===== src/design/videoPkg.sv =====
package videoPkg;

	//////////////////////////////
	// raster geometry
	//////////////////////////////

	// horizontal pixel counter width
	localparam int hWidth = 9;
	// vertical line counter width
	localparam int vWidth = 8;

	// number of scrolling layers
	localparam int layerCount = 2;

	// tilemap ram address width
	// layer, row, column and byte select
	localparam int ramAddrWidth = 13;

	//////////////////////////////
	// cpu bus
	//////////////////////////////

	// one cpu request
	// isReg picks the scroll registers over the tilemap ram
	typedef struct packed {
		logic isReg;
		logic write;
		// ram address in 12:0, register index in 2:0
		logic [13:0] addr;
		logic [7:0] data;
	} cpuReq;

	// read response
	// valid one cycle after a ram read is accepted
	typedef struct packed {
		logic [7:0] rdData;
	} cpuRsp;

endpackage


===== src/design/tilePkg.sv =====
package tilePkg;

	//////////////////////////////
	// scroll register decoding
	//////////////////////////////

	// register index within a layer
	localparam logic [1:0] idxHLow = 2'd0;
	localparam logic [1:0] idxCtrl = 2'd1;
	localparam logic [1:0] idxVScroll = 2'd2;

	// control byte layout
	// hHigh is scroll bit 8, pri goes to the mixer
	typedef struct packed {
		logic [3:0] spare;
		logic [2:0] pri;
		logic hHigh;
	} ctrlByte;

	// same cpu byte seen as plain data or as control fields
	typedef union packed {
		logic [7:0] full;
		ctrlByte ctrl;
	} regByte;

	// per layer scroll and priority
	typedef struct packed {
		logic [videoPkg::hWidth-1:0] hScroll;
		logic [videoPkg::vWidth-1:0] vScroll;
		logic [2:0] pri;
	} scrollSet;

	//////////////////////////////
	// fetch output
	//////////////////////////////

	// one pattern rom request
	typedef struct packed {
		logic layer;
		logic [2:0] pri;
		// raster position when issued
		logic [videoPkg::hWidth-1:0] hPos;
		logic [videoPkg::vWidth-1:0] vPos;
		logic [13:0] patAddr;
	} patternRec;

endpackage


===== src/design/tileFetch.sv =====
`timescale 1ns/1ps

module tileFetch (
	input logic CLK_6M,
	input logic arstN,
	input logic [videoPkg::hWidth-1:0] hPos,
	input logic [videoPkg::vWidth-1:0] vPos,
	input tilePkg::scrollSet [videoPkg::layerCount-1:0] scroll,
	input logic [7:0] ramRdData,
	output logic [videoPkg::ramAddrWidth-1:0] fetchAddr,
	output logic recPush,
	output tilePkg::patternRec recData
);

	logic [1:0] phase;
	logic layer;
	tilePkg::scrollSet active;
	logic [videoPkg::hWidth-1:0] hBase;
	logic [videoPkg::hWidth-1:0] sh;
	logic [videoPkg::vWidth-1:0] sv;
	// entry byte 0 and low bits of byte 1
	logic [7:0] tileLow;
	logic [1:0] tileHigh;

	//////////////////////////////
	// slot decode
	//////////////////////////////

	// four clocks per layer, eight per tile column pair
	assign phase = hPos[1:0];
	// layer 0 first, then layer 1
	assign layer = hPos[2];
	assign active = scroll[layer];

	// scroll the start of the four clock group
	// so every phase of a group sees the same tile
	assign hBase = {hPos[videoPkg::hWidth-1:2], 2'b00};
	assign sh = hBase + active.hScroll;
	assign sv = vPos + active.vScroll;

	//////////////////////////////
	// entry reads
	//////////////////////////////

	// layer, tile row, tile column, byte select
	// byte 0 in phase 0 and byte 1 in phase 1
	assign fetchAddr = {layer, sv[7:3], sh[8:3], phase[0]};

	// ram read is registered
	// byte 0 shows up in phase 1, byte 1 in phase 2
	always_ff @(posedge CLK_6M or negedge arstN) begin
		if (!arstN) begin
			tileLow <= '0;
			tileHigh <= '0;
		end else begin
			case (phase)
				2'd1: tileLow <= ramRdData;
				2'd2: tileHigh <= ramRdData[1:0];
				default: ;
			endcase
		end
	end

	//////////////////////////////
	// record assembly
	//////////////////////////////

	// issue once both bytes are in
	assign recPush = (phase == 2'd3);

	assign recData.layer = layer;
	// priority only passes through
	assign recData.pri = active.pri;
	assign recData.hPos = hPos;
	assign recData.vPos = vPos;
	// tile number, pixel row, half of the row
	assign recData.patAddr = {tileHigh, tileLow, sv[2:0], sh[2]};

	// each issue follows the two capture slots of its own group
	assert property (@(posedge CLK_6M) disable iff (!arstN)
		recPush |-> $past(phase, 1) == 2'd2 && $past(phase, 2) == 2'd1);

endmodule


===== config.mk =====
export PLATFORM = sky130hd
export DESIGN_NAME = tileFetch
export DESIGN_NICKNAME = d
export VERILOG_FILES = /design/src/design/videoPkg.sv /design/src/design/tilePkg.sv /design/src/design/tileFetch.sv
export SDC_FILE = /design/constraint.sdc
export NUM_CORES = 1
export LEC_CHECK = 0
export BUFFER_PORTS_ARGS = -buffer_cell sky130_fd_sc_hd__buf_2
export CAP_MARGIN = 40
export CORE_ASPECT_RATIO = 1.4
export CORE_MARGIN = 2
export CORE_UTILIZATION = 41
export CTS_CLUSTER_SIZE = 25
export DETAILED_ROUTE_END_ITERATION = 8
export PLACE_DENSITY = 0.87
export SKIP_CTS_REPAIR_TIMING = 1
export SLEW_MARGIN = 20
export SYNTH_ARGS = -nofsm -noshare
export SYNTH_HDL_FRONTEND = slang
export SYNTH_SLANG_ARGS = --single-unit

===== constraint.sdc =====
create_clock -name CLK_6M -period 4.8 [get_ports CLK_6M]
set_clock_uncertainty 0.05 [all_clocks]
set_input_delay 0.48 -clock CLK_6M [delete_from_list [all_inputs] [get_ports CLK_6M]]
set_output_delay 0.48 -clock CLK_6M [all_outputs]
set_load 0.02 [all_outputs]

==> insert_results.sql <==
INSERT INTO impl_metrics (metric_group, metric, value, unit) VALUES
('routing', 'first_pass_iters', '2', ''),
('floorplan', 'die_x', '51.34', 'µm'),
('finish', 'fill_cells', '281', ''),
('power', 'leakage_power', '0.9696', 'nW'),
('global_route', 'grt_pass1_wl', '4.892', 'mm'),
('worst_setup_path', 'worstSetupPathType', 'input pin to output pin', ''),
('flow_run', 'drv_cap', '0', ''),
('routing', 'antenna_left', '0', ''),
('global_route', 'grt_antenna_before_repair', '0', ''),
('placement', 'place.detailed.hpwl', '2.889', 'mm'),
('logic_synthesis', 'synthesis.yosys.warnings', '0', ''),
('worst_setup_path', 'crit_buf_inv', '3', ''),
('timing', 'slew_headroom', '68.30', '%'),
('timing', 'fmax', '0.3010', 'GHz'),
('clock_tree', 'clock_tree_from_tritoncts', 'yes', ''),
('finish', 'post-route-util', '58.17', '%'),
('worst_setup_path', 'critical_path_depth', '10', ''),
('global_route', 'gr-usage-all-layers', '17.68', '%'),
('worst_setup_path', 'setup.worst_path.start_class', 'input pin', ''),
('routing', 'via_count', '1301', ''),
('logic_synthesis', 'ys_seq_elements', '10', ''),
('clock_tree', 'cts_root_buffer', 'sky130_fd_sc_hd__clkbuf_8', ''),
('timing', 'report.final.setup_viol', '0', ''),
('floorplan', 'chipHeight', '70.27', 'µm'),
('worst_setup_path', 'max_stage_delay', '0.41', 'ns'),
('routing', 'drt_drc_violations_left', '0', ''),
('routing', 'post_drt_via_cell_ratio', '4.891', ''),
('power', 'pwr_density_cell', '263.3', 'nW/µm²'),
('timing', 'rsz_0062_raised_after_global_routing', 'no', ''),
('power', 'power.switching', '187.5', 'µW'),
('worst_setup_path', 'cp_data_arrival_time', '2.79', 'ns'),
('global_route', 'largest_net_degree_at_the_start_of_global_routing', '23', ''),
('worst_setup_path', 'worstPathCellList', 'buf_2 -> mux2_2 -> ha_1 -> inv_1 -> fa_1 -> nor2b_4 -> o31a_1 -> or4_1 -> nand3_1 -> buf_2', ''),
('clock_tree', 'worstSkewPairLatency', '0.24', 'ns'),
('floorplan', 'initial_core_util', '41.99', '%'),
('power', 'intPower', '281.6', 'µW'),
('worst_setup_path', 'cp-end-kind', 'output pin', ''),
('min_path', 'hold_path_class', 'input pin to async pin', ''),
('clock_tree', 'cts-root-to-sink-buffers', '2', ''),
('finish', 'design.final.nets', '310', ''),
('timing', 'whs', '0.04003', 'ns'),
('logic_synthesis', 'distinct_cells_synth', '31', ''),
('routing', 'wirelength', '3.225', 'mm'),
('floorplan', 'core', '3063', 'µm²'),
('timing', 'timing_worst_slew_pin_value', '0.4754', 'ns'),
('worst_setup_path', 'worst_path_max_delay_cell', 'sky130_fd_sc_hd__or4_1', ''),
('worst_setup_path', 'r2r.worst_path.cells', '1', ''),
('power', 'switching_share', '39.97', '%'),
('routing', 'violation_count_after_the_first_detailed_route_iteration', '7', ''),
('logic_synthesis', 'synth.net_count', '217', ''),
('timing', 'period_needed', '3.322', 'ns'),
('worst_setup_path', 'critPathRequiredTime', '4.27', 'ns'),
('clock_tree', 'htreeDepth', '1', ''),
('power', 'power_frac_comb', '56.0', '%'),
('placement', 'globalplace.congestion', '0.6950', ''),
('timing', 'report.final.hold_viol_count', '0', ''),
('floorplan', 'rows', '24', ''),
('timing', 'final_min_period_over_clock_period', '69.21', '%'),
('logic_synthesis', 'post_syn_instances', '135', ''),
('worst_setup_path', 'top_delay_family_on_crit_path', 'buffers and inverters', ''),
('placement', 'numPortBuffers', '111', ''),
('finish', 'flow.area_growth_from_synthesis', '38.52', '%'),
('global_route', 'grt_pass1_vias', '1227', ''),
('global_route', 'grt-ovfl-total', '0', ''),
('timing', 'timing.setup.tns', '0', 'ns'),
('logic_synthesis', 'post_synthesis_area_per_instance', '9.528', 'µm²'),
('outcome', 'run_status', 'finished, final reports clean', ''),
('finish', 'drive_above_1_share', '62.11', '%'),
('power', 'vdd_ir_drop_max', '0.2497', 'mV'),
('worst_setup_path', 'timing.critical_path.mode_cell', 'sky130_fd_sc_hd__buf_2', ''),
('logic_synthesis', 'syn-cell-area', '1286', 'µm²'),
('power', 'proportion_of_power_drawn_by_the_clock_network', '22.1', '%'),
('clock_tree', 'cts.reportedPaths.clkPinSlew', '0.05', 'ns'),
('timing', 'timing_max_transition_violations_final', '0', ''),
('power', 'sequentialPowerShare', '21.9', '%'),
('floorplan', 'design.die.area', '3607', 'µm²'),
('routing', 'avgRoutedWirePerCell', '12.12', 'µm'),
('worst_setup_path', 'path_max_fanout', '22', ''),
('finish', 'diodes', '0', ''),
('clock_tree', 'clock-sinks', '10', ''),
('logic_synthesis', 'part_of_the_yosys_area_used_for_sequential_elements', '19.46', '%'),
('floorplan', 'pin_count', '116', ''),
('clock_tree', 'cts_made_buffers', '3', '');
## sequential cells by signal, summed over array words and instances, names as in the netlist
register  flops
tileLow       8
tileHigh      2
## metal layers
layer | up-vias | routed length, µm | track usage [%]
li1 | 635 | - | -
met1 | 589 | 1038 | 14.88
met2 | 72 | 1788 | 35.93
met3 | 5 | 336 | 5.128
met4 | 0 | 62 | 7.018
met5 | - | 0 | 0
## power by group through the flow
stage | combinational [mW] | clock (mW) | sequential [mW]
floorplan | 0.167 | 0 | 0.120
global placement | 0.261 | 0 | 0.103
detailed placement | 0.265 | 0 | 0.104
CTS | 0.265 | 0.108 | 0.103
global route | 0.284 | 0.114 | 0.104
finish | 0.263 | 0.104 | 0.103
## area by class of cell
type / count / area [µm²] / share of cell area (%)
tap: 39 / 48.80 / 2.739
timing repair buffer: 111 / 555.5 / 31.18
multi-input combinational: 92 / 834.6 / 46.84
clock buffer: 4 / 55.05 / 3.090
inverter: 10 / 37.54 / 2.107
sequential: 10 / 250.2 / 14.04
## cell families (layout without fill, tap and decap cells)
logic type	Yosys count	in the layout	share of synthesized area (%)
buf+inv	33	125	15.66
mux	28	28	24.12
simple gates	20	20	9.047
compound gates	19	19	9.145
fa+ha+maj	15	15	15.76
xor+xnor	10	10	6.810
flops	10	10	19.46
## synthesized netlist by cell type
master                     instances  area (µm²)
sky130_fd_sc_hd__mux2_2           24       270.3
sky130_fd_sc_hd__buf_4            20       150.1
sky130_fd_sc_hd__ha_1             13       162.7
sky130_fd_sc_hd__dfrtp_1          10       250.2
sky130_fd_sc_hd__inv_1            10       37.54
sky130_fd_sc_hd__xnor2_1           9       78.83
sky130_fd_sc_hd__a21oi_1           8       40.04
sky130_fd_sc_hd__mux2i_1           4       40.04
sky130_fd_sc_hd__nand2_1           3       11.26
sky130_fd_sc_hd__nand3_1           3       15.01
sky130_fd_sc_hd__nor2_1            3       11.26
sky130_fd_sc_hd__buf_2             2       10.01
sky130_fd_sc_hd__fa_1              2       40.04
sky130_fd_sc_hd__nand2b_1          2       12.51
sky130_fd_sc_hd__nor2b_1           2       12.51
sky130_fd_sc_hd__o211ai_1          2       15.01
sky130_fd_sc_hd__o21a_1            2       15.01
sky130_fd_sc_hd__o21ai_0           2       10.01
sky130_fd_sc_hd__o31a_1            2       17.52
sky130_fd_sc_hd__a21o_1            1       7.510
sky130_fd_sc_hd__a31oi_1           1       6.260
sky130_fd_sc_hd__and2_1            1       6.260
sky130_fd_sc_hd__and3b_1           1       8.760
sky130_fd_sc_hd__clkbuf_1          1       3.750
sky130_fd_sc_hd__nand4_1           1       6.260
sky130_fd_sc_hd__nor2b_4           1       13.76
sky130_fd_sc_hd__nor3_1            1       5.000
sky130_fd_sc_hd__o22ai_1           1       6.260
sky130_fd_sc_hd__or2_2             1       6.260
sky130_fd_sc_hd__or4_1             1       7.510
sky130_fd_sc_hd__xor2_1            1       8.760
## final timing paths
| path | startpoint | endpoint | slack, ns |
|---|---|---|---|
| worst max-delay path | hPos[2] | fetchAddr[10] | 1.48 |
| worst min-delay path | arstN | tileLow[0] | 0.04 |
| worst max register to register | tileLow[7] | tileLow[7] | 4.00 |
| worst min register to register | tileLow[0] | tileLow[0] | 0.44 |
| max in group asynchronous | arstN | tileHigh[1] | 4.48 |
| min in group CLK_6M | ramRdData[6] | tileLow[6] | 0.42 |
## placed cells by master (no fill, tap or decap)
cell / count
sky130_fd_sc_hd__inv_1: 10
sky130_fd_sc_hd__a21o_1: 1
sky130_fd_sc_hd__and3b_1: 1
sky130_fd_sc_hd__fa_1: 2
sky130_fd_sc_hd__buf_2: 111
sky130_fd_sc_hd__and2_1: 1
sky130_fd_sc_hd__xnor2_1: 9
sky130_fd_sc_hd__a21oi_1: 8
sky130_fd_sc_hd__nor2b_1: 2
sky130_fd_sc_hd__dfrtp_1: 10
sky130_fd_sc_hd__nand3_1: 3
sky130_fd_sc_hd__nor3_1: 1
sky130_fd_sc_hd__a31oi_1: 1
sky130_fd_sc_hd__ha_1: 13
sky130_fd_sc_hd__nand4_1: 1
sky130_fd_sc_hd__nor2b_4: 1
sky130_fd_sc_hd__mux2i_1: 4
sky130_fd_sc_hd__or4_1: 1
sky130_fd_sc_hd__o21a_1: 2
sky130_fd_sc_hd__o22ai_1: 1
sky130_fd_sc_hd__clkbuf_8: 4
sky130_fd_sc_hd__o21ai_0: 2
sky130_fd_sc_hd__or2_2: 1
sky130_fd_sc_hd__mux2_2: 24
sky130_fd_sc_hd__nand2_1: 3
sky130_fd_sc_hd__o211ai_1: 2
sky130_fd_sc_hd__nor2_1: 3
sky130_fd_sc_hd__o31a_1: 2
sky130_fd_sc_hd__xor2_1: 1
sky130_fd_sc_hd__nand2b_1: 2
## through the flow
stage                     setup slack, ns  instance area, µm²  total power, mW  std cells
after floorplan                     1.644                1286           0.2870        135
after global placement              1.516                1727           0.3635        262
after detailed placement            1.488                1727           0.3684        262
after CTS                           1.487                1782           0.4757        266
after global routing                1.383                1782           0.5024        266
final                               1.478                1782           0.4691        266
(Power assumes the default switching activity.)
