### src/design/videoPkg.sv
package videoPkg;

	//////////////////////////////
	// raster geometry
	//////////////////////////////

	// horizontal pixel counter width
	localparam int hWidth = 9;
	// vertical line counter width
	localparam int vWidth = 8;

	// number of scrolling layers
	localparam int layerCount = 2;

	// tilemap ram address width
	// layer, row, column and byte select
	localparam int ramAddrWidth = 13;

	//////////////////////////////
	// cpu bus
	//////////////////////////////

	// one cpu request
	// isReg picks the scroll registers over the tilemap ram
	typedef struct packed {
		logic isReg;
		logic write;
		// ram address in 12:0, register index in 2:0
		logic [13:0] addr;
		logic [7:0] data;
	} cpuReq;

	// read response
	// valid one cycle after a ram read is accepted
	typedef struct packed {
		logic [7:0] rdData;
	} cpuRsp;

endpackage

### src/design/tilePkg.sv
package tilePkg;

	//////////////////////////////
	// scroll register decoding
	//////////////////////////////

	// register index within a layer
	localparam logic [1:0] idxHLow = 2'd0;
	localparam logic [1:0] idxCtrl = 2'd1;
	localparam logic [1:0] idxVScroll = 2'd2;

	// control byte layout
	// hHigh is scroll bit 8, pri goes to the mixer
	typedef struct packed {
		logic [3:0] spare;
		logic [2:0] pri;
		logic hHigh;
	} ctrlByte;

	// same cpu byte seen as plain data or as control fields
	typedef union packed {
		logic [7:0] full;
		ctrlByte ctrl;
	} regByte;

	// per layer scroll and priority
	typedef struct packed {
		logic [videoPkg::hWidth-1:0] hScroll;
		logic [videoPkg::vWidth-1:0] vScroll;
		logic [2:0] pri;
	} scrollSet;

	//////////////////////////////
	// fetch output
	//////////////////////////////

	// one pattern rom request
	typedef struct packed {
		logic layer;
		logic [2:0] pri;
		// raster position when issued
		logic [videoPkg::hWidth-1:0] hPos;
		logic [videoPkg::vWidth-1:0] vPos;
		logic [13:0] patAddr;
	} patternRec;

endpackage

### src/design/cpuPort.sv
`timescale 1ns/1ps

module cpuPort (
	input logic CLK_6M,
	input logic arstN,
	input logic cpuValid,
	input videoPkg::cpuReq cpuIn,
	input logic [1:0] phase,
	input logic [videoPkg::ramAddrWidth-1:0] fetchAddr,
	input logic [7:0] ramRdData,
	output logic cpuReady,
	output logic rspValid,
	output videoPkg::cpuRsp cpuOut,
	output tilePkg::scrollSet [videoPkg::layerCount-1:0] scroll,
	output logic [videoPkg::ramAddrWidth-1:0] ramAddr,
	output logic [7:0] ramWrData,
	output logic ramWe
);

	logic ramOwn;
	logic regAccept;
	logic ramAccept;
	logic regLayer;
	tilePkg::regByte wrByte;

	// cpu owns the ram in phases 2 and 3
	assign ramOwn = phase[1];

	// registers always ready, ram only in free phases
	assign cpuReady = cpuValid && (cpuIn.isReg || ramOwn);
	assign regAccept = cpuReady && cpuIn.isReg;
	assign ramAccept = cpuReady && !cpuIn.isReg;

	// bit 2 picks the layer
	assign regLayer = cpuIn.addr[2];
	assign wrByte.full = cpuIn.data;

	//////////////////////////////
	// scroll register file
	//////////////////////////////
	always_ff @(posedge CLK_6M or negedge arstN) begin
		if (!arstN) begin
			scroll <= '0;
		end else if (regAccept && cpuIn.write) begin
			case (cpuIn.addr[1:0])
				tilePkg::idxHLow: scroll[regLayer].hScroll[7:0] <= wrByte.full;
				tilePkg::idxCtrl: begin
					// high scroll bit and priority share one byte
					scroll[regLayer].hScroll[8] <= wrByte.ctrl.hHigh;
					scroll[regLayer].pri <= wrByte.ctrl.pri;
				end
				tilePkg::idxVScroll: scroll[regLayer].vScroll <= wrByte.full;
				// index 3 unused
				default: ;
			endcase
		end
	end

	//////////////////////////////
	// ram arbitration
	//////////////////////////////
	// fetch address in phases 0 and 1
	assign ramAddr = ramOwn ? cpuIn.addr[videoPkg::ramAddrWidth-1:0] : fetchAddr;
	assign ramWrData = cpuIn.data;
	assign ramWe = ramAccept && cpuIn.write;

	// read data arrives one clock after the grant
	always_ff @(posedge CLK_6M or negedge arstN) begin
		if (!arstN) begin
			rspValid <= 1'b0;
		end else begin
			rspValid <= ramAccept && !cpuIn.write;
		end
	end
	assign cpuOut.rdData = ramRdData;

	// a waiting request holds still until the free phase grants it
	assert property (@(posedge CLK_6M) disable iff (!arstN)
		cpuValid && !cpuReady |=> cpuValid && $stable(cpuIn));

endmodule

### config.mk
export PLATFORM = sky130hd
export DESIGN_NAME = cpuPort
export DESIGN_NICKNAME = d
export VERILOG_FILES = /design/src/design/videoPkg.sv /design/src/design/tilePkg.sv /design/src/design/cpuPort.sv
export SDC_FILE = /design/constraint.sdc
export NUM_CORES = 1
export LEC_CHECK = 0
export ABC_AREA = 1
export BUFFER_PORTS_ARGS = -buffer_cell sky130_fd_sc_hd__buf_4
export CAP_MARGIN = 20
export CORE_AREA = 2 2 117 62
export DETAILED_ROUTE_END_ITERATION = 7
export DIE_AREA = 0 0 119 64
export PLACE_DENSITY = 0.8
export SLEW_MARGIN = 40
export SYNTH_ARGS = -nofsm -noshare
export SYNTH_HDL_FRONTEND = slang
export SYNTH_SLANG_ARGS = --single-unit
### constraint.sdc
create_clock -name CLK_6M -period 1.9 [get_ports CLK_6M]
set_input_delay 0.38 -clock CLK_6M [delete_from_list [all_inputs] [get_ports CLK_6M]]
set_output_delay 0.38 -clock CLK_6M [all_outputs]
set_load 0.05 [all_outputs]
==> qor_table.md, run 1 <==
| Step | Parameter | This run |
| --- | --- | --- |
| logic synthesis | Library cells used by synthesis | 21 |
| global route | Number of global-route vias before repair | 2453 |
| sta | Smallest hold slack | 0.0764 ns |
| power and ir drop | Proportion of power drawn by combinational gates | 36.1% |
| cells and area | Area of the multi-input gates | 0.00133 sq mm |
| sta | Highest clock frequency the design can meet | 594 MHz |
| clock network | Worst-case clock buffer depth | 2 |
| routing | Drt drc | 0 |
| global route | Global-route congestion overflow total | 0 |
| floorplan | Die area | 0.00762 sq mm |
| logic synthesis | Synthesized area divided by synthesized cell count | 6.80 sq um |
| routing | Wirelength, routed | 7160 um |
| power and ir drop | Leakage power | 2.09 nW |
| cells and area | Fin nets | 523 |
| power and ir drop | Reg power frac | 35.5% |
| cells and area | Final core utilization | 53.3% |
| logic synthesis | Proportion of synthesized flip-flops having asynchronous set or reset | 100% |
| routing | DRT iter0 DRCs | 193 |
| cells and area | Sequential cell area | 0.00103 sq mm |
| logic synthesis | Fraction of synthesized cell area taken by the top area cell type | 39.6% |
| global route | Number of antenna violations at the first check in global routing | 0 |
| power and ir drop | Power density over the cells | 854 mW/mm^2 |
| power and ir drop | Net switching power | 1.16 mW |
| cells and area | Filler Cells Inserted | 634 |
| placed design | Post-placement cell area | 0.00334 sq mm |
| critical path | Crit path DAT | 1.30 ns |
| clock network | Clock sinks | 41 |
| floorplan | Core footprint | 0.00654 sq mm |
| hold path | Worst min-delay path class | in -> async |
| logic synthesis | Synthesized netlist cell count | 381 |
| global route | Overall Global Routing Usage | 19.5% |
| clock network | Clock buffers created by TritonCTS | 5 |
| status | Status | completed |
| sta | Worst slew margin | 65.5% |
| sta | Fin crit period | 1.68 ns |
| clock network | CTS tree | built |
| logic synthesis | Post-synth EDFFs | 0 |
| logic synthesis | Top cell type by total area after synthesis | dfrtp_1 |
| logic synthesis | Cell types occupying the most area after synthesis | dfrtp_1 (40%), nand2_1 (35%), buf_4 (5.2%) |
| clock network | CTS clk-pin slew, worst paths | 0.06 ns |
| power and ir drop | Internal power | 1.82 mW |
| sta | Clock Skew | 0 ns |
| logic synthesis | Total nets after synthesis | 434 |
| clock network | H-tree depth | 2 |
| sta | Setup Viol. Count Final | 0 |
| routing | Post-detailed-route via-to-cell ratio | 4.62 |
| logic synthesis | Fraction of the yosys area taken by sequential cells | 39.6% |
| logic synthesis | Leading cell types by count after synthesis | nand2_1 (244), dfrtp_1 (41), nand3_1 (21) |
| critical path | Worst path required time | 1.52 ns |
| logic synthesis | Synth warnings | 0 |
| cells and area | Final design area excluding fillers | 0.00348 sq mm |
| critical path | Worst setup EP type | output port |
| floorplan | Die W | 119 um |
| routing | Router iterations before antenna repair | 4 |
| floorplan | I/O pin count | 122 |
| logic synthesis | Number of synthesized register bits | 41 |
| sta | Max-slew violation count | 0 |
| logic synthesis | Post-synth design cell area | 0.00259 sq mm |
| run | Max-cap violations | 0 |
| sta | Fin. Hold Viols | 0 |
| critical path | Max FO, Critical Path | 17 |
| global route | Pin count of the biggest net entering global routing | 42 |
| clock network | Number of gates resized after cts | 0 |
| power and ir drop | Total Power | 2.98 mW |
| floorplan | Initial Util | 39.6% |
| placed design | Setup WS pre-CTS | 0.187 ns |
| power and ir drop | Maximum ir drop on the vdd rail | 0.000375 V |
| clock network | Number of setup buffers added after CTS | 0 |
| clock network | Buffer type at the clock tree root | clkbuf_16 |
| critical path | Category of the critical setup timing path | in -> out |
| sta | Unrepaired setup endpoints after global routing | false |
| cells and area | Antenna cell count | 0 |
| cells and area | Layout area overhead | 34.4% |
| floorplan | Site Rows | 21 |
| power and ir drop | Switching part of the total | 39.0% |
| placed design | Post-detail-place hpwl | 5090 um |
| routing | Post-detailed-route wirelength per cell | 12.7 um |
| routing | Routed vias | 2598 |
| floorplan | Height of the die | 64 um |
| routing | Final ANT Viol Nets | 0 |
| global route | Wire length of the first global-routing pass | 12000 um |
| power and ir drop | Clock network fraction of design power | 28.4% |
| clock network | Hold buffer count at cts | 0 |
| cells and area | Ratio of cells with drive above 1 in the final layout | 29.1% |
| clock network | Clock insertion delay at the later pin of the skew report | 0.28 ns |
| critical path | Worst setup SP type | input port |
| sta | Slew @ Worst Pin | 0.517 ns |
| sta | Final period util | 88.7% |
| sta | Slack of the critical path | 0.215 ns |
| placed design | Port Buf Inserts | 103 |
| logic synthesis | Dominant register cell in the synthesized netlist | dfrtp_1 |
| placed design | Final Wtd Congestion | 0.811 |
| logic synthesis | Most common cell in the synthesized netlist | nand2_1 |
-- final timing paths --
check | start | end | slack (ns) | depth (start not counted)
max | phase[1] | ramWe | 0.22 | 6
min | arstN | asynchronous set/reset pin | 0.08 | 1
max reg2reg | flop | flop | 1.03 | 6
min reg2reg | flop | flop | 0.51 | 2
max in group asynchronous | arstN | asynchronous set/reset pin | 1.47 | 1
min in group CLK_6M | cpuIn[22] | rspValid | 0.26 | 2
-- cells in the final DEF (no fill, tap or decap) --
master     instances
nor2_8             1
clkinv_1           2
ha_1               3
nand2_4            1
nand3_2            1
nand3b_2           1
nor2_1             5
buf_4            110
inv_1              9
nand2_1          244
nand3_1           21
dfrtp_1           41
inv_2              1
a21oi_1            3
clkbuf_8           1
mux2_2            10
nor2_4             3
clkbuf_1           1
nor2_2             3
o21ai_0            4
clkbuf_16          5
-- stage by stage --
step | instances | setup TNS (ns)
after floorplan | 381 | -0.0266
after global placement | 555 | 0
after detailed placement | 555 | 0
after CTS | 562 | 0
after global routing | 562 | 0
final | 562 | 0
-- power groups by stage --
stage	clock (mW)	sequential (mW)	combinational [mW]
after floorplan	0	1.39	0.430
after global placement	0	1.07	1.07
after detailed placement	0	1.07	1.08
after CTS	0.849	1.06	1.08
after global routing	0.889	1.07	1.15
final	0.844	1.06	1.08
-- routing by layer --
layer | vias up | GRT usage (%) | part of all wire (%)
met3 | 9 | 3.75 | 4.6
met1 | 1207 | 25.6 | 45
met2 | 54 | 33.5 | 49
li1 | 1328 | - | -
met4 | 0 | 4.32 | 0.89
met5 | - | 0 | 0
-- worst max-delay path, cell delays in order --
cell and delay, ns:
buf_4 0.20, nor2_1 0.10, nor2_4 0.20, nand2_1 0.12, nor2_2 0.09, buf_4 0.20
-- cells by family after synthesis --
kind of cell               Yosys count  share of synthesized area (%)
and+or+nand+nor                    280                           44.1
DFF                                 41                           39.6
buffers and inverters               40                           9.22
muxes                               10                           4.34
AOI/OAI and AO/OA                    7                           1.35
adders and majority gates            3                           1.45
-- cell type report --
type / instances / area share (%)
multi-input combinational: 300 / 38.2
sequential: 41 / 29.4
timing repair buffer: 110 / 23.7
clock buffer: 7 / 4.09
tap: 92 / 3.30
inverter: 12 / 1.29
Power figures use the tool's default switching activity.
==> run 2, diff against run 1 <==
Settings changed: CORE_AREA 2 2 117 62 to 3 3 118 63, DIE_AREA 0 0 119 64 to 0 0 121 66, SLEW_MARGIN 40 to 20.
==> qor_table.md, run 2 (same netlist as run 1, synthesis figures left out) <==
| Step | Parameter | This run | vs previous |
| --- | --- | --- | --- |
| clock network | CTS tree | built |  |
| clock network | Number of setup buffers added after CTS | 0 | unchanged |
| sta | Worst slew margin | 64.7% | -0.81 points |
| run | Max-cap violations | 0 | unchanged |
| cells and area | Filler Cells Inserted | 626 | -1.3% |
| power and ir drop | Maximum ir drop on the vdd rail | 0.000353 V | -5.7% |
| floorplan | Site Rows | 21 | unchanged |
| critical path | Timing startpoint of the critical path | phase[1] |  |
| routing | Drt drc | 0 | unchanged |
| clock network | Worst-case clock buffer depth | 2 | unchanged |
| cells and area | Post-route insts no fill | 563 | +0.18% |
| sta | Final period util | 88.5% | -0.22 points |
| global route | Wire length of the first global-routing pass | 11500 um | -4.0% |
| global route | Number of antenna violations at the first check in global routing | 0 | unchanged |
| cells and area | Layout area overhead | 35.2% |  |
| global route | Global-route congestion overflow total | 0 | unchanged |
| global route | Pin count of the biggest net entering global routing | 42 | unchanged |
| floorplan | Height of the die | 66 um | +3.1% |
| placed design | Port Buf Inserts | 103 | unchanged |
| clock network | CTS clk-pin slew, worst paths | 0.06 ns | about the same |
| power and ir drop | Clock network fraction of design power | 28.2% | -0.2 points |
| sta | Slew @ Worst Pin | 0.529 ns | +0.0121 ns |
| critical path | Category of the critical setup timing path | in -> out |  |
| routing | Wirelength, routed | 7130 um | -0.47% |
| global route | Number of global-route vias before repair | 2475 | +0.90% |
| clock network | Clock buffers created by TritonCTS | 5 | unchanged |
| hold path | Worst min-delay path class | in -> async |  |
| critical path | Max FO, Critical Path | 17 | unchanged |
| critical path | Worst R2R Path Depth | 6 | unchanged |
| floorplan | Core footprint | 0.00654 sq mm | unchanged |
| sta | Highest clock frequency the design can meet | 595 MHz | +0.25% |
| critical path | Crit path DAT | 1.30 ns | about the same |
| floorplan | Initial Util | 39.6% | unchanged |
| power and ir drop | Switching part of the total | 38.8% | -0.19 points |
| status | Status | completed |  |
| sta | Fin crit period | 1.68 ns | -0.00417 ns |
| power and ir drop | Power density over the cells | 849 mW/mm^2 | -0.61% |
| sta | Fin. Hold Viols | 0 | unchanged |
| cells and area | Leading cell types in the layout, fill and taps excluded | nand2_1 (244), buf_4 (110), dfrtp_1 (41) |  |
| floorplan | I/O pin count | 122 | unchanged |
| routing | DRT iter0 DRCs | 189 | -2.1% |
| sta | Clock Skew | 0 ns | unchanged |
| clock network | Hold buffer count at cts | 0 | unchanged |
| floorplan | Die W | 121 um | +1.7% |
| sta | Setup Viol. Count Final | 0 | unchanged |
| placed design | Placed instance count | 556 | +0.18% |
| routing | Post-detailed-route via-to-cell ratio | 4.70 | +1.6% |
| clock network | Clock sinks | 41 | unchanged |
| routing | Final ANT Viol Nets | 0 | unchanged |
| floorplan | Die area | 0.00799 sq mm | +4.9% |
| power and ir drop | Net switching power | 1.15 mW | -0.53% |
| clock network | Clock insertion delay at the later pin of the skew report | 0.28 ns | about the same |
| cells and area | Fin nets | 524 | +0.19% |
| clock network | Number of gates resized after cts | 0 | unchanged |
| critical path | Worst setup EP type | output port |  |
| placed design | Final Wtd Congestion | 0.782 | -3.6% |
| power and ir drop | Leakage power | 2.10 nW | +0.42% |
| cells and area | Final design area excluding fillers | 0.00350 sq mm | +0.57% |
| power and ir drop | Proportion of power drawn by combinational gates | 36.4% | +0.3 points |
| global route | Overall Global Routing Usage | 18.0% | -1.5 points |
| sta | Unrepaired setup endpoints after global routing | false |  |
| cells and area | Ratio of cells with drive above 1 in the final layout | 29.3% | +0.15 points |
| routing | Router iterations before antenna repair | 5 | +1 |
| critical path | Worst path required time | 1.52 ns | about the same |
| power and ir drop | Internal power | 1.82 mW | +0.28% |
| routing | Post-detailed-route wirelength per cell | 12.7 um | -0.65% |
| placed design | Post-placement cell area | 0.00336 sq mm | +0.60% |
| routing | Routed vias | 2644 | +1.8% |
| cells and area | Most common cell after layout, fill and taps aside | nand2_1 |  |
| cells and area | Antenna cell count | 0 | unchanged |
| placed design | Post-detail-place hpwl | 5100 um | about the same |
| critical path | Worst setup SP type | input port |  |
| clock network | H-tree depth | 2 | unchanged |
| sta | Max-slew violation count | 0 | unchanged |
| clock network | Buffer type at the clock tree root | clkbuf_16 |  |
| power and ir drop | Reg power frac | 35.5% | about the same |
run 2: cell type report:
type                    count  area (sq um)  share of cell area [%]
multi-input cells         300          1330                    38.0
clock buffers               7           143                    4.07
flip-flops and latches     41          1030                    29.3
repair buffers            111           846                    24.1
inverters                  12          45.0                    1.29
well taps                  92           115                    3.28
run 2: worst paths after layout:
path / endpoint / slack (ns)
setup / recovery: ramWe / 0.22
hold / removal: asynchronous set/reset pin / 0.08
setup reg to reg: flop / 1.04
hold reg to reg: flop / 0.50
max in group asynchronous: asynchronous set/reset pin / 1.46
min in group CLK_6M: rspValid / 0.26
run 2: stage by stage:
| stage | power [mW] | util (%) | TNS (ns) | hold WS [ns] | setup WS, ns |
|---|---|---|---|---|---|
| 2_1_floorplan | 1.82 | - | -0.0266 | 0.0844 | -0.00740 |
| 3_3_place_gp | 2.14 | 51.4 | 0 | 0.391 | 0.204 |
| 3_5_place_dp | 2.15 | 51.4 | 0 | 0.390 | 0.152 |
| 4_1_cts | 2.99 | 53.6 | 0 | 0.0943 | 0.216 |
| 5_1_grt | 3.12 | 53.6 | 0 | 0.118 | 0.115 |
| 6_report | 2.98 | 53.6 | 0 | 0.0762 | 0.219 |
run 2: critical path, stage by stage:
cell,delay (ns)
buf_4,0.20
nor2_1,0.11
nor2_4,0.19
nand2_1,0.12
nor2_2,0.09
buf_4,0.20
run 2: per-layer routing:
metal	global-route usage [%]	vias to the layer above	share of wire (%)
met1	22.5	1244	45
li1	-	1338	-
met2	31.6	50	49
met5	0	-	0
met4	6.07	0	1.5
met3	3.33	12	3.6
run 2: power by group through the flow:
stage                     Sequential (mW)  Clock, mW  Combinational [mW]
after detailed placement             1.07          0                1.08
final                                1.06      0.838                1.08
after CTS                            1.06      0.846                1.09
after global routing                 1.07      0.894                1.15
after global placement               1.07          0                1.08
after floorplan                      1.39          0               0.430
