==> config.mk <==
export PLATFORM = sky130hd
export DESIGN_NAME = patternQueue
export DESIGN_NICKNAME = d
export VERILOG_FILES = /design/src/design/videoPkg.sv /design/src/design/tilePkg.sv /design/src/design/patternQueue.sv
export SDC_FILE = /design/constraint.sdc
export NUM_CORES = 1
export LEC_CHECK = 0
export ABC_AREA = 1
export BUFFER_PORTS_ARGS = -buffer_cell sky130_fd_sc_hd__buf_2
export CAP_MARGIN = 10
export CORE_MARGIN = 2
export CORE_UTILIZATION = 50
export CTS_CLUSTER_DIAMETER = 50
export DETAILED_ROUTE_END_ITERATION = 16
export GPL_TIMING_DRIVEN = 0
export PLACE_DENSITY = 0.71
export SYNTH_ARGS = -nofsm -noshare
export SYNTH_HDL_FRONTEND = slang
export SYNTH_SLANG_ARGS = --single-unit
==> constraint.sdc <==
create_clock -name CLK_6M -period 4.6 [get_ports CLK_6M]
set_input_delay 0.23 -clock CLK_6M [delete_from_list [all_inputs] [get_ports CLK_6M]]
set_output_delay 0.23 -clock CLK_6M [all_outputs]
set_load 0.03 [all_outputs]
==> src/design/videoPkg.sv <==
package videoPkg;

	//////////////////////////////
	// raster geometry
	//////////////////////////////

	// horizontal pixel counter width
	localparam int hWidth = 9;
	// vertical line counter width
	localparam int vWidth = 8;

	// number of scrolling layers
	localparam int layerCount = 2;

	// tilemap ram address width
	// layer, row, column and byte select
	localparam int ramAddrWidth = 13;

	//////////////////////////////
	// cpu bus
	//////////////////////////////

	// one cpu request
	// isReg picks the scroll registers over the tilemap ram
	typedef struct packed {
		logic isReg;
		logic write;
		// ram address in 12:0, register index in 2:0
		logic [13:0] addr;
		logic [7:0] data;
	} cpuReq;

	// read response
	// valid one cycle after a ram read is accepted
	typedef struct packed {
		logic [7:0] rdData;
	} cpuRsp;

endpackage

==> src/design/tilePkg.sv <==
package tilePkg;

	//////////////////////////////
	// scroll register decoding
	//////////////////////////////

	// register index within a layer
	localparam logic [1:0] idxHLow = 2'd0;
	localparam logic [1:0] idxCtrl = 2'd1;
	localparam logic [1:0] idxVScroll = 2'd2;

	// control byte layout
	// hHigh is scroll bit 8, pri goes to the mixer
	typedef struct packed {
		logic [3:0] spare;
		logic [2:0] pri;
		logic hHigh;
	} ctrlByte;

	// same cpu byte seen as plain data or as control fields
	typedef union packed {
		logic [7:0] full;
		ctrlByte ctrl;
	} regByte;

	// per layer scroll and priority
	typedef struct packed {
		logic [videoPkg::hWidth-1:0] hScroll;
		logic [videoPkg::vWidth-1:0] vScroll;
		logic [2:0] pri;
	} scrollSet;

	//////////////////////////////
	// fetch output
	//////////////////////////////

	// one pattern rom request
	typedef struct packed {
		logic layer;
		logic [2:0] pri;
		// raster position when issued
		logic [videoPkg::hWidth-1:0] hPos;
		logic [videoPkg::vWidth-1:0] vPos;
		logic [13:0] patAddr;
	} patternRec;

endpackage

==> src/design/patternQueue.sv <==
`timescale 1ns/1ps

module patternQueue #(
	parameter int queueDepth = 4
) (
	input logic CLK_6M,
	input logic arstN,
	input logic recPush,
	input tilePkg::patternRec recData,
	input logic recReady,
	output logic recValid,
	output tilePkg::patternRec recOut,
	output logic [7:0] dropCount
);

	localparam int ptrWidth = (queueDepth > 1) ? $clog2(queueDepth) : 1;
	localparam int cntWidth = $clog2(queueDepth + 1);

	tilePkg::patternRec store [queueDepth];
	logic [ptrWidth-1:0] wrPtr;
	logic [ptrWidth-1:0] rdPtr;
	logic [cntWidth-1:0] count;
	logic full;
	logic push;
	logic pop;
	logic drop;

	// wrap for any depth
	function automatic logic [ptrWidth-1:0] nextPtr(input logic [ptrWidth-1:0] ptr);
		if (ptr == ptrWidth'(queueDepth - 1)) begin
			return '0;
		end
		return ptr + 1'b1;
	endfunction

	// raster cannot wait, so a full queue loses the record
	assign full = (count == cntWidth'(queueDepth));
	assign push = recPush && !full;
	assign drop = recPush && full;
	assign pop = recValid && recReady;

	assign recValid = (count != '0);
	assign recOut = store[rdPtr];

	//////////////////////////////
	// storage
	//////////////////////////////
	always_ff @(posedge CLK_6M) begin
		if (push) begin
			store[wrPtr] <= recData;
		end
	end

	//////////////////////////////
	// pointers and counters
	//////////////////////////////
	always_ff @(posedge CLK_6M or negedge arstN) begin
		if (!arstN) begin
			wrPtr <= '0;
			rdPtr <= '0;
			count <= '0;
			dropCount <= '0;
		end else begin
			if (push) begin
				wrPtr <= nextPtr(wrPtr);
			end
			if (pop) begin
				rdPtr <= nextPtr(rdPtr);
			end
			case ({push, pop})
				2'b10: count <= count + 1'b1;
				2'b01: count <= count - 1'b1;
				default: ;
			endcase
			// saturate at 255
			if (drop && dropCount != 8'hFF) begin
				dropCount <= dropCount + 1'b1;
			end
		end
	end

	// head record holds while stalled
	assert property (@(posedge CLK_6M) disable iff (!arstN)
		recValid && !recReady |=> recValid && $stable(recOut));

endmodule

==> flow_metrics.tcl, run 1 <==
set metrics [dict create \
    dp_slack_ps 2460 \
    syn_to_final_growth_pct 21.7 \
    path_clk_slew_ps 60 \
    final_common_cell "edfxtp_1" \
    cts_tree "built" \
    cpMaxStageDelayCell "dfrtp_1" \
    die-area_sq_mm 0.0130 \
    syn-num-nets 501 \
    drc 0 \
    synth_top_area_share_pct 69.4 \
    detail_route.wl_per_cell_microns 16.6 \
    drive_gt1_share_pct 26.5 \
    start_util_pct 50.9 \
    clock-sinks 155 \
    die_x_microns 114 \
    grt_pass1_vias 3893 \
    fin_ws_ps 2450 \
    root_buffer "clkbuf_16" \
    synthSimpleGateAreaFrac_pct 8.71 \
    critPathLaunchType "flop" \
    dp_hpwl_microns 7740 \
    worstPathMaxFanout 9 \
    finalMaxSlewViolations 0 \
    cp_top_family "simple AND/OR/NAND/NOR gates" \
    synth_compound_area_share_pct 10.1 \
    rows 40 \
    r2r_slack_ps 2450 \
    hold_viol_final 0 \
    maxCapViolCount 0 \
    cp-end-kind "flop" \
    register_area_sq_mm 0.00458 \
    portBuffers 82 \
    synth_top_family_by_area "compound AO/OA/AOI/OAI gates" \
    min_period_ps 2150 \
    grt_overflow_total 0 \
    max_slew_margin_pct 60.9 \
    die_height_microns 114 \
    worst_pin_slew_ps 586 \
    min_to "store[3][9]$_DFFE_PP_" \
    cts_setup_buffers 0 \
    crit_type "reg -> reg" \
    most-common-layout-cells "edfxtp_1, buf_2, nor2_1, o21ai_0, nand2_1" \
    clk_path_buf_depth 2 \
    synth-main-ff-cell "edfxtp_1" \
    synth_edf_count 140 \
    final_nets 608 \
    path_cells "nor2_2 > nand2_1 > nand2_2 > ha_1 > inv_1 > fa_1 > or2_2 > nand2_1 > xor2_1" \
    async_flop_share_pct 9.68 \
    yosysWarnings 0 \
    ys_seq_elements 155 \
    ys_types 26 \
    status "complete, no violations" \
    core-area_sq_mm 0.0119 \
    avgViaCountPerCell 5.35 \
    arrival_ps 2500 \
    dr.first_iter.drc_count 369 \
    grt_pass1_wl_microns 19000 \
    multi_input_area_sq_mm 0.00132 \
    grt_max_degree 25 \
    netlist_area_sq_mm 0.00606 \
    avgSynthCellArea_sq_um 13.3 \
    antenna_found_initial 2 \
    routabilityCongestion 0.760 \
    fin_setup_tns_ps 0 \
    syn_inst 454 \
    worstHoldStart "recData[9]" \
    worst_path_most_repeated_cell "nand2_1" \
    min_path_type "in -> reg" \
    grt_usage_pct 19.8 \
    finalPower_mw 5.27 \
    whs_path_depth 1 \
    fmax_mhz 464 \
    rr_endpoint "count[2]$_DFFE_PN0P_" \
    dr.pass1.iters 4 \
    p_per_area_mw_per_mm2 715 \
    placed_area_sq_mm 0.00678 \
    r2r-start "count[1]$_DFFE_PN0P_" \
    leakage_nw 2.75 \
    final_area_sq_mm 0.00738 \
    cts_buffers 17 \
    vdd_drop_max_v 0.000337 \
    rsz0062_at_grt "no" \
    cpPeakStageDelay_ps 400 \
    yosys-top-cells-area "edfxtp_1, dfrtp_1, o21ai_0" \
    top_level_ports 83 \
    synth_xor_area_share_pct 0.723 \
    synthMuxAreaShare_pct 0 \
    critical_path_required_ps 4950 \
    wirelength_microns 12000 \
    route.antenna.remaining_nets 0 \
    synthAdderAreaFrac_pct 1.78 \
    skew_ps 7.28 \
    seq_area_frac_synth_pct 75.6 \
    reg2reg_depth 9 \
    setup_viol 0 \
    num_vias 3860 \
    insertion_delay_ps 420 \
    path_buf_inv 1 \
    htreeDepth 4 \
    finalCritPeriodShare_pct 46.8 \
    fillers 917 \
    yosysTopAreaCell "edfxtp_1" \
]
-- how the worst max path moves through the flow --
stage / from / to / slack (ps) / cells past startpoint
global placement: wrPtr[0]$_DFFE_PN0P_ / store[0][22]$_DFFE_PP_ / 940 / 4
detailed placement: count[1]$_DFFE_PN0P_ / count[2]$_DFFE_PN0P_ / 2460 / 9
floorplan: wrPtr[0]$_DFFE_PN0P_ / store[2][0]$_DFFE_PP_ / 2030 / 4
global route: count[1]$_DFFE_PN0P_ / count[2]$_DFFE_PN0P_ / 2280 / 9
finish: count[1]$_DFFE_PN0P_ / count[2]$_DFFE_PN0P_ / 2450 / 9
CTS: count[1]$_DFFE_PN0P_ / count[2]$_DFFE_PN0P_ / 2430 / 9
-- metal layers --
layer  part of all wire, %  routed length, microns  track usage [%]  vias to the layer above
li1                      -                       -                -                     1864
met1                    41                    4980             23.0                     1837
met2                    49                    5870             32.8                      119
met3                   6.8                     815             6.88                       38
met4                   2.8                     337             9.76                        2
met5                  0.11                      13                0                        -
-- cell usage after synthesis, types with 2 or more instances --
| cell type | count |
|---|---|
| edfxtp_1 | 140 |
| nor2_1 | 83 |
| o21ai_0 | 66 |
| nand2_1 | 38 |
| o22ai_1 | 35 |
| buf_2 | 16 |
| dfrtp_1 | 15 |
| inv_1 | 14 |
| o21ai_1 | 10 |
| ha_1 | 7 |
| xnor2_1 | 4 |
| a21oi_1 | 3 |
| clkbuf_2 | 3 |
| nand2_2 | 3 |
| nand3_1 | 3 |
| buf_4 | 2 |
| clkinv_1 | 2 |
| inv_4 | 2 |
-- report_power, final --
| group | internal (mW) | leakage (nW) | switching [mW] | total [mW] |
|---|---|---|---|---|
| registers | 1.84 | 1.47 | 0.0994 | 1.94 |
| clock network | 0.798 | 0.276 | 0.537 | 1.34 |
| logic | 0.571 | 1.00 | 1.42 | 1.99 |
| total | 3.21 | 2.75 | 2.06 | 5.27 |
-- cell families (layout without fill, tap and decap cells) --
family	Yosys count	in the layout
AO/OA/AOI/OAI	114	114
flip-flops	155	155
other	0	1
XOR/XNOR	5	5
AND/OR/NAND/NOR	132	132
buffers and inverters	40	160
adder cells (fa/ha/maj)	8	8
-- state kept, by name (all words and copies together), names as in the netlist --
| signal | flops |
|---|---|
| count | 3 |
| dropCount | 8 |
| rdPtr | 2 |
| store | 140 |
| wrPtr | 2 |
-- per-stage QoR --
| step | utilization [%] | instances | hold WS, ps |
|---|---|---|---|
| after floorplan | - | 454 | -65.6 |
| after global placement | 55.9 | 683 | 160 |
| after detailed placement | 56.9 | 687 | 166 |
| after CTS | 61.9 | 721 | 2.13 |
| after global routing | 61.9 | 722 | 9.11 |
| final | 61.9 | 722 | 16.6 |
-- worst reg2reg max path, delay by kind of cell (launching register included) --
kind | cells | cell delay (ps)
adder cells (fa/ha/maj) | 2 | 590
buffers and inverters | 1 | 70
AND/OR/NAND/NOR | 5 | 880
XOR/XNOR | 1 | 140
flip-flops | 1 | 400
-- repair_timing --
item | 4_1_cts | 5_1_grt
hold buffers | 2 | 0
resized for setup | 0 | 0
hold endpoints to repair | 19 | 0
-- area by class of cell --
cell class	instances	share of cell area, %
tap	147	2.49
clock buffer	18	5.82
antenna	1	0.0339
inverter	19	1.03
timing repair buffer	88	7.12
buffer	21	1.49
clock inverter	14	1.98
multi-input combinational	259	17.9
sequential	155	62.1
Power figures use the tool's default switching activity.
==> run 2, diff against run 1 <==
--- a/config.mk
+++ b/config.mk
@@ -5,7 +5,7 @@
 export SDC_FILE = /design/constraint.sdc
 export NUM_CORES = 1
 export LEC_CHECK = 0
-export ABC_AREA = 1
+export ABC_AREA = 0
 export BUFFER_PORTS_ARGS = -buffer_cell sky130_fd_sc_hd__buf_2
 export CAP_MARGIN = 10
 export CORE_MARGIN = 2
==> constraint.sdc (replaced) <==
create_clock -name CLK_6M -period 2 [get_ports CLK_6M]
set_input_delay 0.1 -clock CLK_6M [delete_from_list [all_inputs] [get_ports CLK_6M]]
set_output_delay 0.1 -clock CLK_6M [all_outputs]
set_load 0.03 [all_outputs]
==> run 2 against run 1 <==
Combinational power up 110%. Non-clock buffer count up 20. Wire length decreased by 13%. Sequential share of layout area decreased by 1.7 points. Clock skew grew 0.63 ps. Global-route usage is 2.1 points lower. Largest power group is now sequential cells. Highest routed layer is now met4.
==> flow_metrics.tcl, run 2 <==
set metrics [dict create \
    wl_met3_microns 577 \
    antenna_cells 0 \
    synth-main-ff-cell "edfxtp_1" \
    rsz0062_at_grt "yes" \
    seq_power_share_pct 37.7 \
    wl_met1_microns 4430 \
    antenna_found_initial 0 \
    route.antenna.remaining_nets 0 \
    fin_ws_ps 57.9 \
    grt_overflow_total 0 \
    seq_area_frac_synth_pct 77.5 \
    intPower_mw 8.11 \
    worstPathMaxFanout 10 \
    rows 39 \
    htreeDepth 4 \
    grt_usage_pct 17.6 \
    dp_slack_ps -348 \
    cts_tree "built" \
    grt_pass1_vias 3119 \
    min_period_ps 1940 \
    detail_route.wl_per_cell_microns 18.7 \
    yosysTopAreaCell "edfxtp_1" \
    netlist_area_sq_mm 0.00591 \
    critPathLaunchType "flop" \
    syn_to_final_growth_pct 28.4 \
    switchingPower_mw 3.91 \
    clkPwrFrac_pct 28.3 \
    dr.pass1.iters 4 \
    skew_ps 7.91 \
    p_comb_share_pct 34.0 \
    dr.first_iter.drc_count 181 \
    core-area_sq_mm 0.0115 \
    finalCritPeriodShare_pct 97.1 \
    leakage_nw 2.77 \
    cts_buffers 17 \
    portBuffers 82 \
    final_nets 449 \
    most-common-layout-cells "edfxtp_1, buf_2, dlygate4sd3_1, mux4_2, clkbuf_16" \
    status "complete, no violations" \
    p_per_area_mw_per_mm2 1580 \
    dr_wl_met2_microns 5230 \
    hold_viol_final 0 \
    async_flop_share_pct 9.68 \
    insertion_delay_ps 420 \
    dp_hpwl_microns 5930 \
    ys_seq_elements 155 \
    crit_type "reg -> out" \
    grt_pass1_wl_microns 16400 \
    largest_reg_flops 140 \
    top_register "store" \
    cp-end-kind "output pin" \
    die_height_microns 113 \
    top_level_ports 83 \
    die-area_sq_mm 0.0127 \
    clock-sinks 155 \
    drive_gt1_share_pct 42.3 \
    max_slew_margin_pct 62.4 \
    routabilityCongestion 0.705 \
    min_path_type "in -> reg" \
    highest_layer "met4" \
    yosysWarnings 0 \
    finalMaxSlewViolations 0 \
    num_vias 2993 \
    register_area_sq_mm 0.00458 \
    avgViaCountPerCell 5.37 \
    syn_inst 263 \
    maxCapViolCount 0 \
    p_sw_share_pct 32.5 \
    vdd_drop_max_v 0.00111 \
    multi_input_area_sq_mm 0.00127 \
    arrival_ps 1840 \
    critical_path_required_ps 1900 \
    clk_path_buf_depth 2 \
    finalHoldWorstSlack_ps 58.4 \
    synth_common_cells "edfxtp_1, mux4_2, dfrtp_1, inv_1, mux2_2" \
    fillers 762 \
    synth_edf_count 140 \
    die_x_microns 113 \
    wirelength_microns 10400 \
    synth_top_area_share_pct 71.1 \
    syn-num-nets 310 \
    grt_max_degree 36 \
    drc 0 \
    worst_pin_slew_ps 564 \
    path_clk_slew_ps 50 \
    yosys-top-cells-area "edfxtp_1, mux4_2, dfrtp_1" \
    avgSynthCellArea_sq_um 22.5 \
    largestRegisters "store (140), dropCount (8), count (3)" \
    yosysMostFrequentCell "edfxtp_1" \
    root_buffer "clkbuf_16" \
    setup_viol 0 \
    final_common_cell "edfxtp_1" \
    start_util_pct 51.5 \
    fmax_mhz 515 \
    ys_types 30 \
]
-- run 2: cell type report --
class,count,share of cell area (%)
Buffer,9,1.38
Inverter,9,0.445
Tap cell,143,2.36
Timing Repair Buffer,120,10.4
Sequential cell,155,60.3
Clock inverter,13,2.62
Multi-Input combinational cell,90,16.8
Clock buffer,18,5.66
-- run 2: repair_timing --
item	4_1_cts	5_1_grt
setup endpoints to repair	170	29
hold endpoints to repair	155	0
pin swaps	0	1
buffers inserted	2	0
cloned	0	0
hold buffers	36	0
gates resized for setup	17	8
-- run 2: final timing paths --
| kind | slack (ps) | cells after the start | from | endpoint |
|---|---|---|---|---|
| setup / recovery | 60 | 4 | rdPtr[0]$_DFFE_PN0P_ | recOut[12] |
| hold / removal | 60 | 3 | recReady | rdPtr[1]$_DFFE_PN0P_ |
| setup reg to reg | 110 | 9 | count[0]$_DFFE_PN0P_ | count[2]$_DFFE_PN0P_ |
| hold reg to reg | 520 | 1 | dropCount[0]$_DFFE_PN0P_ | dropCount[0]$_DFFE_PN0P_ |
| max in group asynchronous | 1580 | 2 | arstN | rdPtr[0]$_DFFE_PN0P_ |
| min in group asynchronous | 130 | 2 | arstN | dropCount[5]$_DFFE_PN0P_ |
-- run 2: metrics by stage --
step	instance area [sq um]	cells	power [mW]	util, %	TNS (ps)
global route	7590	557	12.6	66.2	-35.9
finish	7590	557	12.0	66.2	0
CTS	7560	557	12.1	65.9	0
detailed placement	6500	488	8.49	56.7	-46450
global placement	6500	488	8.41	56.7	-47460
floorplan	5920	263	7.40	-	0
-- run 2: critical path, cell delays in order, from the launching register on --
cell and delay [ps]:
dfrtp_1 400, buf_12 140, buf_8 160, mux4_2 530, buf_2 200
-- run 2: kinds of logic (layout without fill, tap and decap cells) --
kind of cell,after synthesis,after routing,synth area share (%)
flip-flops,155,155,77.5
buffers and inverters,18,169,1.52
AO/OA/AOI/OAI,7,7,0.868
multiplexers,45,45,15.2
adder cells (fa/ha/maj),8,8,1.82
XOR/XNOR,4,4,0.593
AND/OR/NAND/NOR,26,26,2.50
-- run 2: layer usage --
metal  vias to the layer above  track usage (%)
met5                         -                0
met4                         0             6.83
met3                        14             5.89
met2                        90             28.7
met1                      1528             22.3
li1                       1361                -
-- run 2: power groups by stage --
stage	registers, mW	clock network, mW	logic (mW)
6_report	4.53	3.41	4.09
5_1_grt	4.58	3.58	4.39
4_1_cts	4.52	3.44	4.13
3_5_place_dp	4.59	0	3.90
3_3_place_gp	4.54	0	3.87
2_1_floorplan	4.58	0	2.82
